`src/rtl/hb_types_pkg.sv`:
```
package hb_types_pkg;

   // ------------------------------------------------------------------
   // data widths
   // ------------------------------------------------------------------
   typedef logic signed [13:0] sample_t; // tank current, two's complement
   typedef logic [15:0]        cnt_t;    // start-up and dead-time counts
   typedef logic [1:0]         dt_sel_t; // dead-time select switch

   // gate word, one bit per MOSFET
   // leg 1: q1 high side, q3 low side
   // leg 2: q2 high side, q4 low side
   typedef struct packed {
      logic q1;
      logic q2;
      logic q3;
      logic q4;
   } gates_t;

   // ------------------------------------------------------------------
   // state machines
   // ------------------------------------------------------------------
   typedef enum logic [1:0] {
      PH_IDLE  = 2'd0, // bridge off
      PH_BOOT  = 2'd1, // both low sides on, bootstrap caps charging
      PH_FORCE = 2'd2, // q1+q4 forced to kick the tank
      PH_RUN   = 2'd3  // current law in charge
   } phase_e;

   typedef enum logic {
      SIGMA_NEG = 1'b0, // q2+q3 diagonal
      SIGMA_POS = 1'b1  // q1+q4 diagonal
   } sigma_e;

endpackage

```
`src/rtl/hb_timing_pkg.sv`:
```
package hb_timing_pkg;

   // ------------------------------------------------------------------
   // start-up defaults, in ADA_DCO cycles
   // ------------------------------------------------------------------
   localparam hb_types_pkg::cnt_t ON_CYCLES_DEF = 16'd1000; // end of bootstrap
   localparam hb_types_pkg::cnt_t VG_CYCLES_DEF = 16'd1600; // end of forced diagonal

   // ------------------------------------------------------------------
   // current law
   // ------------------------------------------------------------------
   localparam hb_types_pkg::sample_t HYST_DEF = 14'sd64; // half band, adc codes

   // ------------------------------------------------------------------
   // dead time table, indexed by the select switch
   // ------------------------------------------------------------------
   localparam hb_types_pkg::cnt_t DT_TABLE [4] = '{
      16'd10, // sel 0
      16'd20, // sel 1
      16'd40, // sel 2
      16'd60  // sel 3
   };

endpackage

```
`src/rtl/gate_driver.sv`:
```
`timescale 1ns/1ns

module gate_driver (
   input  logic                  ADA_DCO,
   input  logic                  i_reset,
   input  hb_types_pkg::phase_e  i_phase,        // start-up phase
   input  hb_types_pkg::gates_t  i_pattern,      // law diagonal
   input  hb_types_pkg::dt_sel_t i_deadtime_sel, // dead-time switch
   output hb_types_pkg::gates_t  o_gates
);

   import hb_types_pkg::*;
   import hb_timing_pkg::*;

   gates_t     req;         // requested pattern
   logic [3:0] req_v;       // same, as a plain vector
   logic [3:0] out_q;       // delayed gates, before the guard
   gates_t     gates_q;
   cnt_t       dt_len;      // current dead time
   cnt_t       dt_cnt [4];  // per gate high-time counters
   logic       shoot;       // a leg would short

   // ------------------------------------------------------------------
   // request by phase
   // ------------------------------------------------------------------
   always_comb begin
      req = '0;
      case (i_phase)
         PH_BOOT: begin
            req.q3 = 1'b1; // low sides charge the bootstrap caps
            req.q4 = 1'b1;
         end
         PH_FORCE: begin
            req.q1 = 1'b1; // fixed diagonal, sigma = +1
            req.q4 = 1'b1;
         end
         PH_RUN: begin
            req = i_pattern;
         end
         default: begin
            req = '0; // idle, bridge off
         end
      endcase
   end

   assign req_v  = req;
   assign dt_len = DT_TABLE[i_deadtime_sel]; // read every cycle

   // ------------------------------------------------------------------
   // dead time, rising edges only
   // ------------------------------------------------------------------
   always_ff @(posedge ADA_DCO) begin
      if (i_reset) begin
         out_q <= '0;
         for (int i = 0; i < 4; i++) begin
            dt_cnt[i] <= '0;
         end
      end else begin
         for (int i = 0; i < 4; i++) begin
            if (!req_v[i]) begin
               out_q[i]  <= 1'b0; // turn-off is immediate
               dt_cnt[i] <= '0;
            end else if (!out_q[i]) begin
               // >= so a shorter select releases a pending rise at once
               if (cnt_t'(dt_cnt[i] + 16'd1) >= dt_len) begin
                  out_q[i] <= 1'b1;
               end
               dt_cnt[i] <= dt_cnt[i] + 16'd1;
            end
         end
      end
   end

   assign gates_q = out_q;

   // ------------------------------------------------------------------
   // shoot-through guard
   // ------------------------------------------------------------------
   assign shoot = (gates_q.q1 & gates_q.q3) | // leg 1
                  (gates_q.q2 & gates_q.q4);  // leg 2

   assign o_gates = shoot ? gates_t'('0) : gates_q; // all off on a conflict

endmodule

```
`src/rtl/hbridge_ctrl_top.sv`:
```
`timescale 1ns/1ns

module hbridge_ctrl_top #(
   parameter hb_types_pkg::cnt_t    ON_CYCLES = hb_timing_pkg::ON_CYCLES_DEF,
   parameter hb_types_pkg::cnt_t    VG_CYCLES = hb_timing_pkg::VG_CYCLES_DEF,
   parameter hb_types_pkg::sample_t HYST      = hb_timing_pkg::HYST_DEF
) (
   input  logic                  ADA_DCO,        // adc data clock
   input  logic                  i_reset,
   input  logic                  i_enable,       // converter on
   input  hb_types_pkg::sample_t i_adc_data,     // tank current code
   input  logic                  i_adc_or,       // over-range
   input  hb_types_pkg::dt_sel_t i_deadtime_sel,
   output hb_types_pkg::gates_t  o_gates,        // q1..q4 to the gate drivers
   output hb_types_pkg::phase_e  o_phase
);

   import hb_types_pkg::*;

   gates_t pattern; // law diagonal
   phase_e phase;

   // ------------------------------------------------------------------
   // law and sequencer run side by side
   // ------------------------------------------------------------------
   tank_current_law #(
      .HYST (HYST)
   ) law_i (
      .ADA_DCO    (ADA_DCO),
      .i_reset    (i_reset),
      .i_adc_data (i_adc_data),
      .i_adc_or   (i_adc_or),
      .o_pattern  (pattern)
   );

   startup_sequencer #(
      .ON_CYCLES (ON_CYCLES),
      .VG_CYCLES (VG_CYCLES)
   ) seq_i (
      .ADA_DCO  (ADA_DCO),
      .i_reset  (i_reset),
      .i_enable (i_enable),
      .o_phase  (phase)
   );

   // driver merges both
   gate_driver drv_i (
      .ADA_DCO        (ADA_DCO),
      .i_reset        (i_reset),
      .i_phase        (phase),
      .i_pattern      (pattern),
      .i_deadtime_sel (i_deadtime_sel),
      .o_gates        (o_gates)
   );

   assign o_phase = phase;

endmodule

```
`src/rtl/startup_sequencer.sv`:
```
`timescale 1ns/1ns

module startup_sequencer #(
   parameter hb_types_pkg::cnt_t ON_CYCLES = hb_timing_pkg::ON_CYCLES_DEF,
   parameter hb_types_pkg::cnt_t VG_CYCLES = hb_timing_pkg::VG_CYCLES_DEF
) (
   input  logic                 ADA_DCO,
   input  logic                 i_reset,
   input  logic                 i_enable, // converter on
   output hb_types_pkg::phase_e o_phase
);

   import hb_types_pkg::*;

   phase_e phase_q;
   cnt_t   cnt_q;   // cycles since PH_BOOT began
   cnt_t   cnt_nxt;

   assign cnt_nxt = cnt_q + 16'd1;

   // ------------------------------------------------------------------
   // start-up fsm
   // ------------------------------------------------------------------
   always_ff @(posedge ADA_DCO) begin
      if (i_reset || !i_enable) begin
         phase_q <= PH_IDLE; // enable low restarts from scratch
         cnt_q   <= '0;
      end else begin
         case (phase_q)
            PH_IDLE: begin
               phase_q <= PH_BOOT;
               cnt_q   <= '0;
            end
            PH_BOOT: begin
               cnt_q <= cnt_nxt;
               if (cnt_nxt == ON_CYCLES) phase_q <= PH_FORCE; // caps charged
            end
            PH_FORCE: begin
               cnt_q <= cnt_nxt;
               if (cnt_nxt == VG_CYCLES) phase_q <= PH_RUN;
            end
            default: begin
               cnt_q <= cnt_q; // counter parks at VG_CYCLES
            end
         endcase
      end
   end

   assign o_phase = phase_q;

endmodule

```
`src/rtl/tank_current_law.sv`:
```
`timescale 1ns/1ns

module tank_current_law #(
   parameter hb_types_pkg::sample_t HYST = hb_timing_pkg::HYST_DEF
) (
   input  logic                  ADA_DCO,
   input  logic                  i_reset,
   input  hb_types_pkg::sample_t i_adc_data, // raw adc word
   input  logic                  i_adc_or,   // adc over-range flag
   output hb_types_pkg::gates_t  o_pattern   // diagonal requested by the law
);

   import hb_types_pkg::*;

   localparam sample_t S_MAX  = {1'b0, {13{1'b1}}}; // +8191
   localparam sample_t S_MIN  = {1'b1, {13{1'b0}}}; // -8192
   localparam sample_t HYST_N = -HYST;

   sample_t sample_c;  // conditioned code
   sample_t sample_q;  // registered sample
   sigma_e  sigma_q;   // switching state

   // ------------------------------------------------------------------
   // sample conditioning
   // ------------------------------------------------------------------
   // current sensor polarity is inverted on the board
   always_comb begin
      if (i_adc_or) begin
         // over-range, clamp to the rail the raw code points at
         sample_c = (i_adc_data == S_MIN) ? S_MAX : S_MIN;
      end else if (i_adc_data == S_MIN) begin
         sample_c = S_MAX; // -(-8192) does not fit
      end else begin
         sample_c = -i_adc_data;
      end
   end

   always_ff @(posedge ADA_DCO) begin
      sample_q <= sample_c; // one sample per dco edge
   end

   // ------------------------------------------------------------------
   // hysteresis sign law, phi = 0
   // ------------------------------------------------------------------
   always_ff @(posedge ADA_DCO) begin
      if (i_reset) begin
         sigma_q <= SIGMA_NEG;
      end else if (sample_q > HYST) begin
         sigma_q <= SIGMA_POS;
      end else if (sample_q < HYST_N) begin
         sigma_q <= SIGMA_NEG;
      end
      // inside the band sigma holds
   end

   // diagonal decode
   always_comb begin
      o_pattern = '0;
      case (sigma_q)
         SIGMA_POS: begin
            o_pattern.q1 = 1'b1;
            o_pattern.q4 = 1'b1;
         end
         default: begin
            o_pattern.q2 = 1'b1;
            o_pattern.q3 = 1'b1;
         end
      endcase
   end

endmodule

```
`config.mk`:
```
export PLATFORM = sky130hd
export DESIGN_NAME = hbridge_ctrl_top
export DESIGN_NICKNAME = d
export VERILOG_FILES = /design/src/rtl/hb_types_pkg.sv /design/src/rtl/hb_timing_pkg.sv /design/src/rtl/gate_driver.sv /design/src/rtl/hbridge_ctrl_top.sv /design/src/rtl/startup_sequencer.sv /design/src/rtl/tank_current_law.sv
export SDC_FILE = /design/constraint.sdc
export NUM_CORES = 1
export LEC_CHECK = 0
export ABC_AREA = 1
export BUFFER_PORTS_ARGS = -buffer_cell sky130_fd_sc_hd__buf_4
export CORE_MARGIN = 2
export CORE_UTILIZATION = 57
export CTS_CLUSTER_SIZE = 24
export DETAILED_ROUTE_END_ITERATION = 6
export GPL_ROUTABILITY_DRIVEN = 0
export GPL_TIMING_DRIVEN = 0
export PLACE_DENSITY = 0.77
export SLEW_MARGIN = 20
export SYNTH_ARGS = -nofsm -noshare
export SYNTH_HDL_FRONTEND = slang
export SYNTH_SLANG_ARGS = --single-unit
export TNS_END_PERCENT = 30
```
`constraint.sdc`:
```
create_clock -name ADA_DCO -period 4.3 [get_ports ADA_DCO]
set_input_delay 0 -clock ADA_DCO [delete_from_list [all_inputs] [get_ports ADA_DCO]]
set_output_delay 0 -clock ADA_DCO [all_outputs]
set_load 0.02 [all_outputs]
```
# == Yosys cells after proc, flatten, opt, wreduce, memory -nomap -nowiden ==
# Memory sizes are Yosys's and may differ from the RTL's.
# Index checks and enable logic that the tools add are counted.
# classes
addsub,6
mul,0
div_mod_pow,0
n_lt_le_gt_ge,7
n_eq_ne,8
shifts,0
muxes,65
bitwise_logic,16
n_reduce_logical,12
# ops
operator,count
$mux W16,10
$add A16 B1 Y16 const B,5
$ge A16 B16 Y1,4
$mux W1,42
$mux W14,3
$bmux W16 S2,1
$pmux W16 S2,1
$eq A16 B10 Y1 const B,1
$eq A16 B11 Y1 const B,1
$eq A14 B14 Y1 const B,1
$gt A14 B8 Y1 const B,1
$lt A14 B7 Y1 const B,1
$neg A14 Y14,1
$reduce_or A2 Y1,5
$or A1 B1 Y1,9
$mux W2,3
$pmux W1 S2,3
$pmux W2 S3,1
$eq A2 B2 Y1 const B,2
$mux W4,1
$ne A2 B2 Y1 const B,2
$not A1 Y1,4
$reduce_bool A2 Y1,2
$ge A3 B3 Y1 const B,1
8 further kinds,9
# totals
ff_bits,37
latch_bits,0
ramBits,64
rom_bits,0
input_bits,20
wordCells,123
n_memories,1
# memory_table
name,words,width,rd,rd_clocked_by_memory_dff,write_ports,line_no,rtl
drv_i.dt_cnt,4,16,4,0,4,gate_driver.sv:20,cnt_t dt_cnt [4];

# == Logic depth before layout (Yosys ltp) ==
# Gate-level depths: netlist of run 1.
# logic_depth
depth_word,8
depth_mapped,16
depth_no_buf,16

# == Cells and area by module ==
# Synthesis of run 1 repeated with hierarchy kept, for this count alone.
# unflattened
cells_unflattened,993
area_unflattened_um2,6914.1
# by_module_without_submodules
module,instances,cells_per_inst,area_each_um2,seq_area_each_um2
gate_driver,1,644,4737.0,2001.9
startup_sequencer,1,225,1322.5,360.3
tank_current_law,1,124,854.6,300.3

# == Worst setup path before layout of run 1 ==
# OpenSTA, ideal clock, no wires.
# synth_timing
path_kind,register to register
start,memory drv_i.dt_cnt[0][0] (netlist name)
end,register drv_i.out_q[0] (netlist: drv_i.gates_q[0])
arrival_time_ns,2.001
required_ns,4.188
slack_ns,2.187
stages_incl_launch_ff,15
path_buffers,0
period_less_slack_ns,2.113
path_cell_list,edfxtp_1 and3_1 inv_1 nor2_1 nand2_1 xor2_1 inv_1 ha_1 a211o_1 nor2_1 nand3_1 nor2_1 nand3_1 nor2_1 nor2_1
# synth_lines
item,line_no,rtl
from (decl),gate_driver.sv:20,
to (signal assigned),gate_driver.sv:54,out_q <= '0;
"to (signal, indexed assignment)",gate_driver.sv:61,out_q[i] <= 1'b0;
"to (signal, indexed assignment)",gate_driver.sv:66,out_q[i] <= 1'b1;
to (decl),gate_driver.sv:17,logic [3:0] out_q;

# == Worst setup path in the final report of run 1 ==
# layout_timing
start,input port i_adc_data[0]
end,register law_i.sample_q[13]
# layout_via
elab_chain_len,3
# layout_lines
item,line_no,rtl
from (decl),hbridge_ctrl_top.sv:11,"input hb_types_pkg::sample_t i_adc_data,"
$neg A14 Y14 or $eq A14 B14 Y1 (tied branches),"tank_current_law.sv:34, tank_current_law.sv:30, tank_current_law.sv:31",
"$mux W14, on equally long branches","tank_current_law.sv:31, tank_current_law.sv:30",
$mux W14 (*),tank_current_law.sv:28,if (i_adc_or) begin
named net law_i.sample_c[13],tank_current_law.sv:19,sample_t sample_c;
to (signal assigned),tank_current_law.sv:39,sample_q <= sample_c;
to (decl),tank_current_law.sv:20,sample_t sample_q;
# The timed path passes the listed nets; every way through them passes the cells marked *.
# A chain may end at the register's enable or synchronous reset.

==> out/metrics.cfg, run 1 <==
[outcome]
status=completed

[clocking]
clock-sinks=101
insertion_delay_ps=370
post_cts_buffers=0
htree_levels=3
cts_buffers=9
cts_tree=done
post_cts_resized=0
path_clk_slew_ps=100
hold_buffers=19
root_buffer=clkbuf_8
clk_path_buf_depth=2

[setup_path]
cp.required_ps=4560
arrival_ps=3160
path_cells=dlygate4sd3_1 > buf_4 > inv_1 > ha_1 > nand2_1 > nor2_1 > nand2_1 > nor2_1 > inv_1 > or2_1 > nor2_4 > nand2_1 > nor3_2 > dlygate4sd3_1 > nor2_1 > dlygate4sd3_1
path_max_fanout=6
cpPeakStageDelay_ps=580
cpMaxStageDelayCell=dlygate4sd3_1
path_class=in -> reg
start_kind=input pin
worstReg2RegStart=drv_i.dt_cnt[0][0]$_SDFFCE_PN0P_
rr_worst_depth=14
rr_endpoint=drv_i.gates_q[0]$_SDFF_PP0_
cp-end-kind=register
reg2reg_slack_ps=1760

[die]
die_height_um=109.5
rows=38
core_area_mm2=0.01084
dieArea_mm2=0.01199
die_w_um=109.5
start_util=0.5853
num_io_pins=26

[flow_run]
cap_violations=0

[route]
totalWireLength_um=12730
drc=0
drtIter0Drc=421
dr.pass1.iters=6
wl_per_cell_um=12.10
routed_via_density=5.238
drtAntennaViolNets=0
vias=5510

[yosys]
synth_cells=852
synth-edff-count=64
ys_seq_area_frac=0.4196
syn_area_mm2=0.006345
synth_area_leaders=edfxtp_1, dfxtp_1, nand2_1
ys.flop_type=edfxtp_1
synth.largest_area_cell=edfxtp_1
synth_area_per_cell_um2=7.447
synth.distinct_cells=40
ys_ff_latch=101
async_flop_share=0
syn-num-nets=905
yosys_warnings=0
synth_top_cell_area_share=0.3029

[min_path]
holdPathEnd=law_i.sample_q[9]$_DFF_P_
holdCritStartpoint=i_adc_data[9]
hold_path.class=in -> reg
whs_path_depth=4

[sta]
finalSetupTns_ps=0
rsz0062_at_grt=no
hold_viol=0
fin_skew_ps=17.72
setup_violations=0
worst_pin_slew_ps=709.8
drv_slew=0
min_period_ps=2903
slew_headroom=0.5257
fin_crit_sh=0.6752
max_freq_mhz=344.4

[global_route]
antenna_found_initial=0
grt_max_degree=19
grt_pass1_vias=5232
grt_pass1_wl_um=21880
grtUsageTotal=0.2248
grt_overflow=0

[placed_design]
portBuffers=25
hpwl_um=9603
dpl_cell_area_mm2=0.006708

[layout]
final_cell_area_mm2=0.007096
fillCellCount=937
drive_above_1_share=0.07566
n_antenna_cell=0
layout.nets=960
area_delta_synth_final_pct=11.83

[power_and_ir_drop]
power.density_mw_per_mm2=249.8
p_leak_nw=3.052
vdd_drop_max_mv=0.1347
total_power_mw=1.773

==> flip-flops by register name, indices dropped and copies added (netlist names) <==
register,cells
drv_i.dt_cnt,64
drv_i.gates_q,4
law_i.sample_q,14
law_i.sigma_q,1
seq_i.cnt_q,16
seq_i.o_phase,2
==> worst max path at each step <==
| stage | to | cells after the start | slack, ps | from |
|---|---|---|---|---|
| 3_5_place_dp | drv_i.gates_q[0]$_SDFF_PP0_ | 14 | 1800 | drv_i.dt_cnt[0][0]$_SDFFCE_PN0P_ |
| 6_report | law_i.sample_q[13]$_DFF_P_ | 16 | 1400 | i_adc_data[0] |
| 2_1_floorplan | drv_i.gates_q[0]$_SDFF_PP0_ | 14 | 2190 | drv_i.dt_cnt[0][0]$_SDFFCE_PN0P_ |
| 5_1_grt | law_i.sample_q[13]$_DFF_P_ | 16 | 1220 | i_adc_data[0] |
| 3_3_place_gp | drv_i.gates_q[0]$_SDFF_PP0_ | 14 | 1900 | drv_i.dt_cnt[0][0]$_SDFFCE_PN0P_ |
| 4_1_cts | law_i.sample_q[13]$_DFF_P_ | 16 | 1460 | i_adc_data[0] |
==> critical path: cells and delay by family <==
family	cells	cell delay (ps)
simple gates	9	1100
fa+ha+maj	1	160
buf+inv	6	1900
==> layout make-up <==
type / count / area, um^2 / share of cell area
repair buffers: 44 / 377.9 / 0.05325
inverters: 135 / 506.7 / 0.07142
plain buffers: 8 / 30.03 / 0.004232
well taps: 140 / 175.2 / 0.02469
flip-flops and latches: 101 / 2663 / 0.3752
clock inverters: 6 / 48.80 / 0.006877
multi-input cells: 608 / 3146 / 0.4433
clock buffers: 10 / 148.9 / 0.02098
==> metrics by stage <==
step | cells | utilization | hold WS [ps] | worst slack, ps
after floorplan | 852 | - | 101.0 | 2187
after global placement | 1017 | 0.6188 | 256.1 | 1905
after detailed placement | 1017 | 0.6188 | 258.7 | 1802
after CTS | 1052 | 0.6545 | 12.01 | 1460
after global routing | 1052 | 0.6545 | 46.75 | 1225
final | 1052 | 0.6545 | 24.52 | 1397
==> report_power, final <==
| group | switching, mW | internal [mW] |
|---|---|---|
| Clock | 0.348 | 0.254 |
| Sequential | 0.0100 | 1.03 |
| Combinational | 0.0776 | 0.0535 |
==> cell usage in the layout, fill, tap and decap left out, types with 2 or more instances in the layout <==
cell,n
nor2_4,4
nand3b_1,2
o31ai_1,3
o21ai_0,19
and3_1,2
a211o_1,2
nand2_1,194
clkbuf_8,9
nor2_2,7
o21bai_1,3
xnor2_1,10
nor3_1,25
a21boi_0,5
o21ai_1,4
or2_2,2
nand3_1,50
nand3_2,4
inv_1,130
nor2_1,146
xor2_1,20
nor4_1,4
dfxtp_1,37
nand4_1,23
a21oi_1,30
ha_1,33
nand2_2,5
edfxtp_1,64
clkbuf_1,7
buf_4,25
a21o_1,2
inv_6,3
dlygate4sd3_1,19
inv_2,4
==> logic make-up (layout without fill, tap and decap cells) <==
logic type | after synthesis | count (layout) | share of synthesized area
and+or+nand+nor | 473 | 473 | 0.3250
buffers and inverters | 143 | 203 | 0.08460
DFF | 101 | 101 | 0.4196
AOI/OAI and AO/OA | 72 | 72 | 0.06429
adders and majority gates | 33 | 33 | 0.06508
xor gates and xnor gates | 30 | 30 | 0.04141
==> layer usage <==
layer	track usage	vias to the layer above	routed length (um)
met4	0.08861	0	213
met2	0.3951	115	6206
met3	0.02490	20	409
li1	-	2856	-
met1	0.2821	2519	5900
met5	0	-	0
==> Yosys cell counts (10+ instances only) <==
cell      number
a21oi_1       30
dfxtp_1       37
edfxtp_1      64
ha_1          33
inv_1        130
nand2_1      194
nand3_1       50
nand4_1       23
nor2_1       146
nor3_1        25
o21ai_0       19
xnor2_1       10
xor2_1        20
No activity file was read; power rests on OpenSTA's default activity.
==> run 2: changes to the inputs <==
==> constraint.sdc (replaced) <==
create_clock -name ADA_DCO -period 2.75 [get_ports ADA_DCO]
set_input_delay 0 -clock ADA_DCO [delete_from_list [all_inputs] [get_ports ADA_DCO]]
set_output_delay 0 -clock ADA_DCO [all_outputs]
set_load 0.02 [all_outputs]
==> run 2 against run 1 <==
Net effect:
- sequential power up 57%
- worst hold slack worse by 4.2 ps
- via count up 0.44%
- die area unchanged
- final cell count up 0.29%
- first-iteration DRC count down 7.4%
- clock skew down 1.2 ps
- setup slack worse by 1100 ps
- global-route usage up 0.13 points
- critical path depth down 2
- combinational power up 58%
- largest cell class unchanged
- highest routed layer unchanged
- sequential cell count unchanged
==> out/metrics.cfg, run 2 (synthesized netlist as in run 1, its figures left out) <==
[die]
die_w_um=109.5
start_util=0.5853
die_height_um=109.5
core_area_mm2=0.01084
rows=38
dieArea_mm2=0.01199
num_io_pins=26

[route]
drc=0
routed_via_density=5.245
drtIter0Drc=390
totalWireLength_um=12960
vias=5534
dr.pass1.iters=6
wl_per_cell_um=12.28
drtAntennaViolNets=0

[global_route]
grtUsageTotal=0.2260
grt_pass1_vias=5260
grt_pass1_wl_um=22010
antenna_found_initial=0
grt_overflow=0
grt_max_degree=19

[power_and_ir_drop]
power.density_mw_per_mm2=390.4
power_switching_mw=0.6880
intPower_mw=2.093
pwr-share-clk=0.340
p_comb_frac=0.075
p_seq_frac=0.585
sw_frac_of_total=0.2474
p_leak_nw=3.065
total_power_mw=2.781
vdd_drop_max_mv=0.2113

[sta]
min_period_ps=2474
slew_headroom=0.5284
fin_skew_ps=16.50
worst_pin_slew_ps=705.7
finalSetupTns_ps=0
setup_violations=0
max_freq_mhz=404.2
hold_slack_ps=20.29
fin_crit_sh=0.8996
rsz0062_at_grt=no
finalWorstSetupSlack_ps=276.2
hold_viol=0
drv_slew=0

[layout]
largest_reg_flops=64
layout_commonest_cell=nand2_1
drive_above_1_share=0.08087
post-route-util=0.6571
final_cells=1055
top_regs=drv_i.dt_cnt: 64 flops, seq_i.cnt_q: 16 flops, law_i.sample_q: 14 flops
n_antenna_cell=0
largest-register=drv_i.dt_cnt
final_cell_area_mm2=0.007123
final_cell_mix=nand2_1, nor2_1, inv_1, edfxtp_1, nand3_1
area_delta_synth_final_pct=12.27
layout.nets=963

[setup_path]
path_class=reg -> reg
start_kind=register
cp-end-kind=register
path_cells=and3_1 > inv_1 > nor2_2 > nand2_1 > xor2_1 > inv_1 > ha_1 > a211o_1 > nor2_1 > nand3_1 > nor2_1 > nand3_1 > nor2_1 > nor2_1
cpMostUsedCell=nor2_1
cp.required_ps=3010
arrival_ps=2740
path_max_fanout=4
cpMaxStageDelayCell=edfxtp_1
cpPeakStageDelay_ps=450

[clocking]
clk_path_buf_depth=2
root_buffer=clkbuf_8
cts_tree=done
htree_levels=3
path_clk_slew_ps=100
insertion_delay_ps=370
cts_buffers=9
clock-sinks=101

[placed_design]
hpwl_um=9603
post-place-ws_ps=252.2
dp.cells=1017
dpl_cell_area_mm2=0.006708
portBuffers=25

[flow_run]
cap_violations=0

[outcome]
status=completed

[min_path]
hold_path.class=in -> reg

-- run 2: final cells by class --
type	instances	area, um^2
Clock buffer	10	148.9
Tap cell	140	175.2
Inverter	135	506.7
Sequential cell	101	2663
Buffer	8	30.03
Multi-Input combinational cell	608	3151
Clock inverter	6	48.80
Timing Repair Buffer	47	400.4
Fill cell	936	3717
-- run 2: worst paths after layout --
| kind | cells past startpoint | end | startpoint | slack (ps) |
|---|---|---|---|---|
| max reg2reg | 14 | drv_i.gates_q[0]$_SDFF_PP0_ | drv_i.dt_cnt[0][0]$_SDFFCE_PN0P_ | 280 |
| max | 14 | drv_i.gates_q[0]$_SDFF_PP0_ | drv_i.dt_cnt[0][0]$_SDFFCE_PN0P_ | 280 |
| min reg2reg | 3 | law_i.sigma_q$_SDFFE_PP0P_ | law_i.sample_q[13]$_DFF_P_ | 490 |
| min | 4 | law_i.sample_q[9]$_DFF_P_ | i_adc_data[9] | 20 |
-- run 2: critical path, delay by kind of cell, from the launching register on --
family / cells / cell delay (ps)
compound gates: 1 / 310
fa+ha+maj: 1 / 290
simple gates: 9 / 990
buf+inv: 2 / 160
xor+xnor: 1 / 190
flops: 1 / 450
-- run 2: power by group through the flow --
stage / clock (mW) / sequential [mW] / combinational, mW
detailed placement: 0 / 1.66 / 0.185
global route: 1.02 / 1.63 / 0.233
global placement: 0 / 1.66 / 0.176
CTS: 0.963 / 1.63 / 0.206
floorplan: 0 / 1.66 / 0.111
finish: 0.946 / 1.63 / 0.207
-- run 2: layer usage --
metal  vias up  global-route usage  share of wire
li1       2869                   -              -
met1      2533              0.2829           0.46
met4         0             0.09042          0.018
met2       110              0.3977           0.49
met3        22             0.02490          0.032
met5         -                   0              0
-- run 2: repair_timing --
action / 4_1_cts / 5_1_grt
resized for setup: 0 / 2
endpoints found under the hold margin: 16 / 0
setup buffers: 0 / 3
hold buffers: 20 / 0
endpoints found under the setup margin: 0 / 2
==> run 3: changes to the inputs <==
--- a/config.mk
+++ b/config.mk
@@ -5,7 +5,6 @@
 export SDC_FILE = /design/constraint.sdc
 export NUM_CORES = 1
 export LEC_CHECK = 0
-export ABC_AREA = 1
 export BUFFER_PORTS_ARGS = -buffer_cell sky130_fd_sc_hd__buf_4
 export CORE_MARGIN = 2
 export CORE_UTILIZATION = 57
@@ -13,7 +12,7 @@
 export DETAILED_ROUTE_END_ITERATION = 6
 export GPL_ROUTABILITY_DRIVEN = 0
 export GPL_TIMING_DRIVEN = 0
-export PLACE_DENSITY = 0.77
+export PLACE_DENSITY = 0.74
 export SLEW_MARGIN = 20
 export SYNTH_ARGS = -nofsm -noshare
 export SYNTH_HDL_FRONTEND = slang
==> constraint.sdc (replaced) <==
create_clock -name ADA_DCO -period 2.6 [get_ports ADA_DCO]
set_input_delay 0 -clock ADA_DCO [delete_from_list [all_inputs] [get_ports ADA_DCO]]
set_output_delay 0 -clock ADA_DCO [all_outputs]
set_load 0.02 [all_outputs]
==> run 3 against run 2 <==
Net effect:
- clock power is 14% higher
- critical path type is now in -> reg
- core utilization increased by 0.38 points
- synthesized cell count shrank 21%
- routed wire length grew 2.3%
- critical endpoint is now law_i.sample_q[12]$_DFF_P_
- sequential power is 6% higher
==> out/metrics.cfg, run 3 <==
[placed_design]
dp.cells=841
portBuffers=25
hpwl_um=9211

[setup_path]
cp.required_ps=2870
rr_worst_depth=9
path_max_fanout=5
critPathLaunch=i_adc_data[3]
start_kind=input pin
cpPeakStageDelay_ps=550
cpMaxStageDelayCell=dlygate4sd3_1
worstReg2RegStart=drv_i.dt_cnt[3][0]$_SDFFCE_PN0P_
rr_endpoint=drv_i.gates_q[3]$_SDFF_PP0_
path_class=in -> reg
arrival_ps=2830
reg2reg_slack_ps=140
cpMostUsedCell=dlygate4sd3_1
cp-end-kind=register
path_cells=dlygate4sd3_1 > buf_4 > or4_1 > nor4_4 > nand2_1 > or3_1 > mux2i_1 > o22ai_1 > dlygate4sd3_1

[sta]
rsz0062_at_grt=yes
worst_pin_slew_ps=899.0
slew_headroom=0.3951
hold_viol=0
drv_slew=0
min_period_ps=2556
finalSetupTns_ps=0
fin_crit_sh=0.9831
setup_violations=0
fin_skew_ps=9.121
max_freq_mhz=391.2

[die]
dieArea_mm2=0.01203
start_util=0.5847
num_io_pins=26
core_area_mm2=0.01089
rows=38
die_w_um=109.7
die_height_um=109.7

[route]
totalWireLength_um=13250
routed_via_density=5.820
vias=5104
dr.pass1.iters=5
wl_per_cell_um=15.11
drtAntennaViolNets=0
drtIter0Drc=335
drc=0

[global_route]
grt.met1_usage=0.2928
grt_pass1_wl_um=22360
antenna_found_initial=0
grtUsageTotal=0.2335
grt_overflow=0
busiest_layer=met2
grt_max_degree=17
grt_pass1_vias=4945
met3_usage=0.03201
grt.met2_usage=0.4171

[yosys]
async_flop_share=0
yosys_warnings=0
syn_area_mm2=0.006366
synth_top_cell_area_share=0.3019
ys_seq_area_frac=0.4182
synth_cells=676
synth_area_leaders=edfxtp_1, dfxtp_1, ha_1
yosysMostFrequentCell=nor2_1
synth.largest_area_cell=edfxtp_1
ys_ff_latch=101
syn-num-nets=729
synth_area_per_cell_um2=9.417
synth-edff-count=64
ys.flop_type=edfxtp_1
yosys-top-cells-count=nor2_1, edfxtp_1, nand3_1
synth.distinct_cells=68

[layout]
drive_above_1_share=0.09905
largest_reg_flops=64
layout_commonest_cell=nor2_1
final_cells=877
post-route-util=0.6609
fillCellCount=882
top_regs=drv_i.dt_cnt: 64 flops, seq_i.cnt_q: 16 flops, law_i.sample_q: 14 flops
layout.nets=785
final_cell_mix=nor2_1, edfxtp_1, nand3_1, xnor2_1, dfxtp_1
area_delta_synth_final_pct=13.03
n_antenna_cell=0
largest-register=drv_i.dt_cnt

[power_and_ir_drop]
power.density_mw_per_mm2=421.5
vdd_drop_max_mv=0.2830
p_leak_nw=2.800
total_power_mw=3.033

[flow_run]
cap_violations=0

[clocking]
clock-sinks=101
cts_tree=done
htree_levels=3
post_cts_buffers=0
cts_buffers=9
insertion_delay_ps=380
root_buffer=clkbuf_8
path_clk_slew_ps=100
clk_path_buf_depth=2

[min_path]
holdPathEnd=seq_i.o_phase[0]$_SDFFE_PP0P_
hold_path.class=in -> reg
holdCritStartpoint=i_enable
whs_path_depth=3

[outcome]
status=completed

## run 3: cell types whose count changed after synthesis, moves of 14 or more
cell / delta
and3_1: +15
inv_1: -110
nand2_1: -158
nor2_1: -57
nor2b_1: +22
xnor2_1: +31
xor2_1: +14
## run 3: repair_timing
item                                    CTS  global route
resized for setup                         2             9
cloned                                    0             0
hold buffers                             20             0
endpoints found under the setup margin   26            17
hold endpoints to repair                 16             0
## run 3: area by class of cell
type	instances	area (um^2)	share of cell area
multi-input combinational	529	3535	0.4912
buffer	25	131.4	0.01826
clock buffer	13	203.9	0.02834
clock inverter	3	20.02	0.002782
inverter	21	78.83	0.01095
timing repair buffer	45	387.9	0.05390
tap	140	175.2	0.02434
sequential	101	2664	0.3702
## run 3: worst max-delay path by stage
stage / endpoint / depth (start not counted)
detailed placement: drv_i.dt_cnt[0][7]$_SDFFCE_PN0P_ / 6
CTS: drv_i.gates_q[3]$_SDFF_PP0_ / 9
finish: law_i.sample_q[12]$_DFF_P_ / 9
global route: drv_i.gates_q[3]$_SDFF_PP0_ / 9
floorplan: drv_i.gates_q[3]$_SDFF_PP0_ / 9
global placement: drv_i.dt_cnt[0][9]$_SDFFCE_PN0P_ / 6
## run 3: worst max-delay path, delay by kind of cell
family	cells	cell delay, ps
compound gates	1	120
buf+inv	3	1240
mux	1	200
simple gates	4	1270
## run 3: metrics by stage
step                      setup WS, ps  hold WS [ps]  cell area [um^2]
after global placement          -44.25         224.8              6729
after detailed placement        -122.7         224.9              6729
after floorplan                  249.6         72.14              6366
after global routing            -40.60         33.77              7196
after CTS                        54.25        0.4800              7161
final                            43.85         23.44              7196
## run 3: layer usage
| layer | wire (um) | share of wire |
|---|---|---|
| met1 | 5962 | 0.45 |
| met2 | 6661 | 0.50 |
| met3 | 499 | 0.038 |
| met4 | 131 | 0.0099 |
| met5 | 0 | 0 |
## run 3: cells by family after synthesis
kind of cell	Yosys count	share of synthesized area
and+or+nand+nor	299	0.2478
xor gates and xnor gates	75	0.1032
AOI/OAI and AO/OA	115	0.1219
buffers and inverters	46	0.03282
muxes	7	0.01120
DFF	101	0.4182
adders and majority gates	33	0.06486
## run 3: power breakdown
group	internal, mW	total [mW]	switching, mW
Clock	0.528	1.08	0.554
Sequential	1.70	1.72	0.0151
Combinational	0.105	0.233	0.128
Total	2.34	3.03	0.697
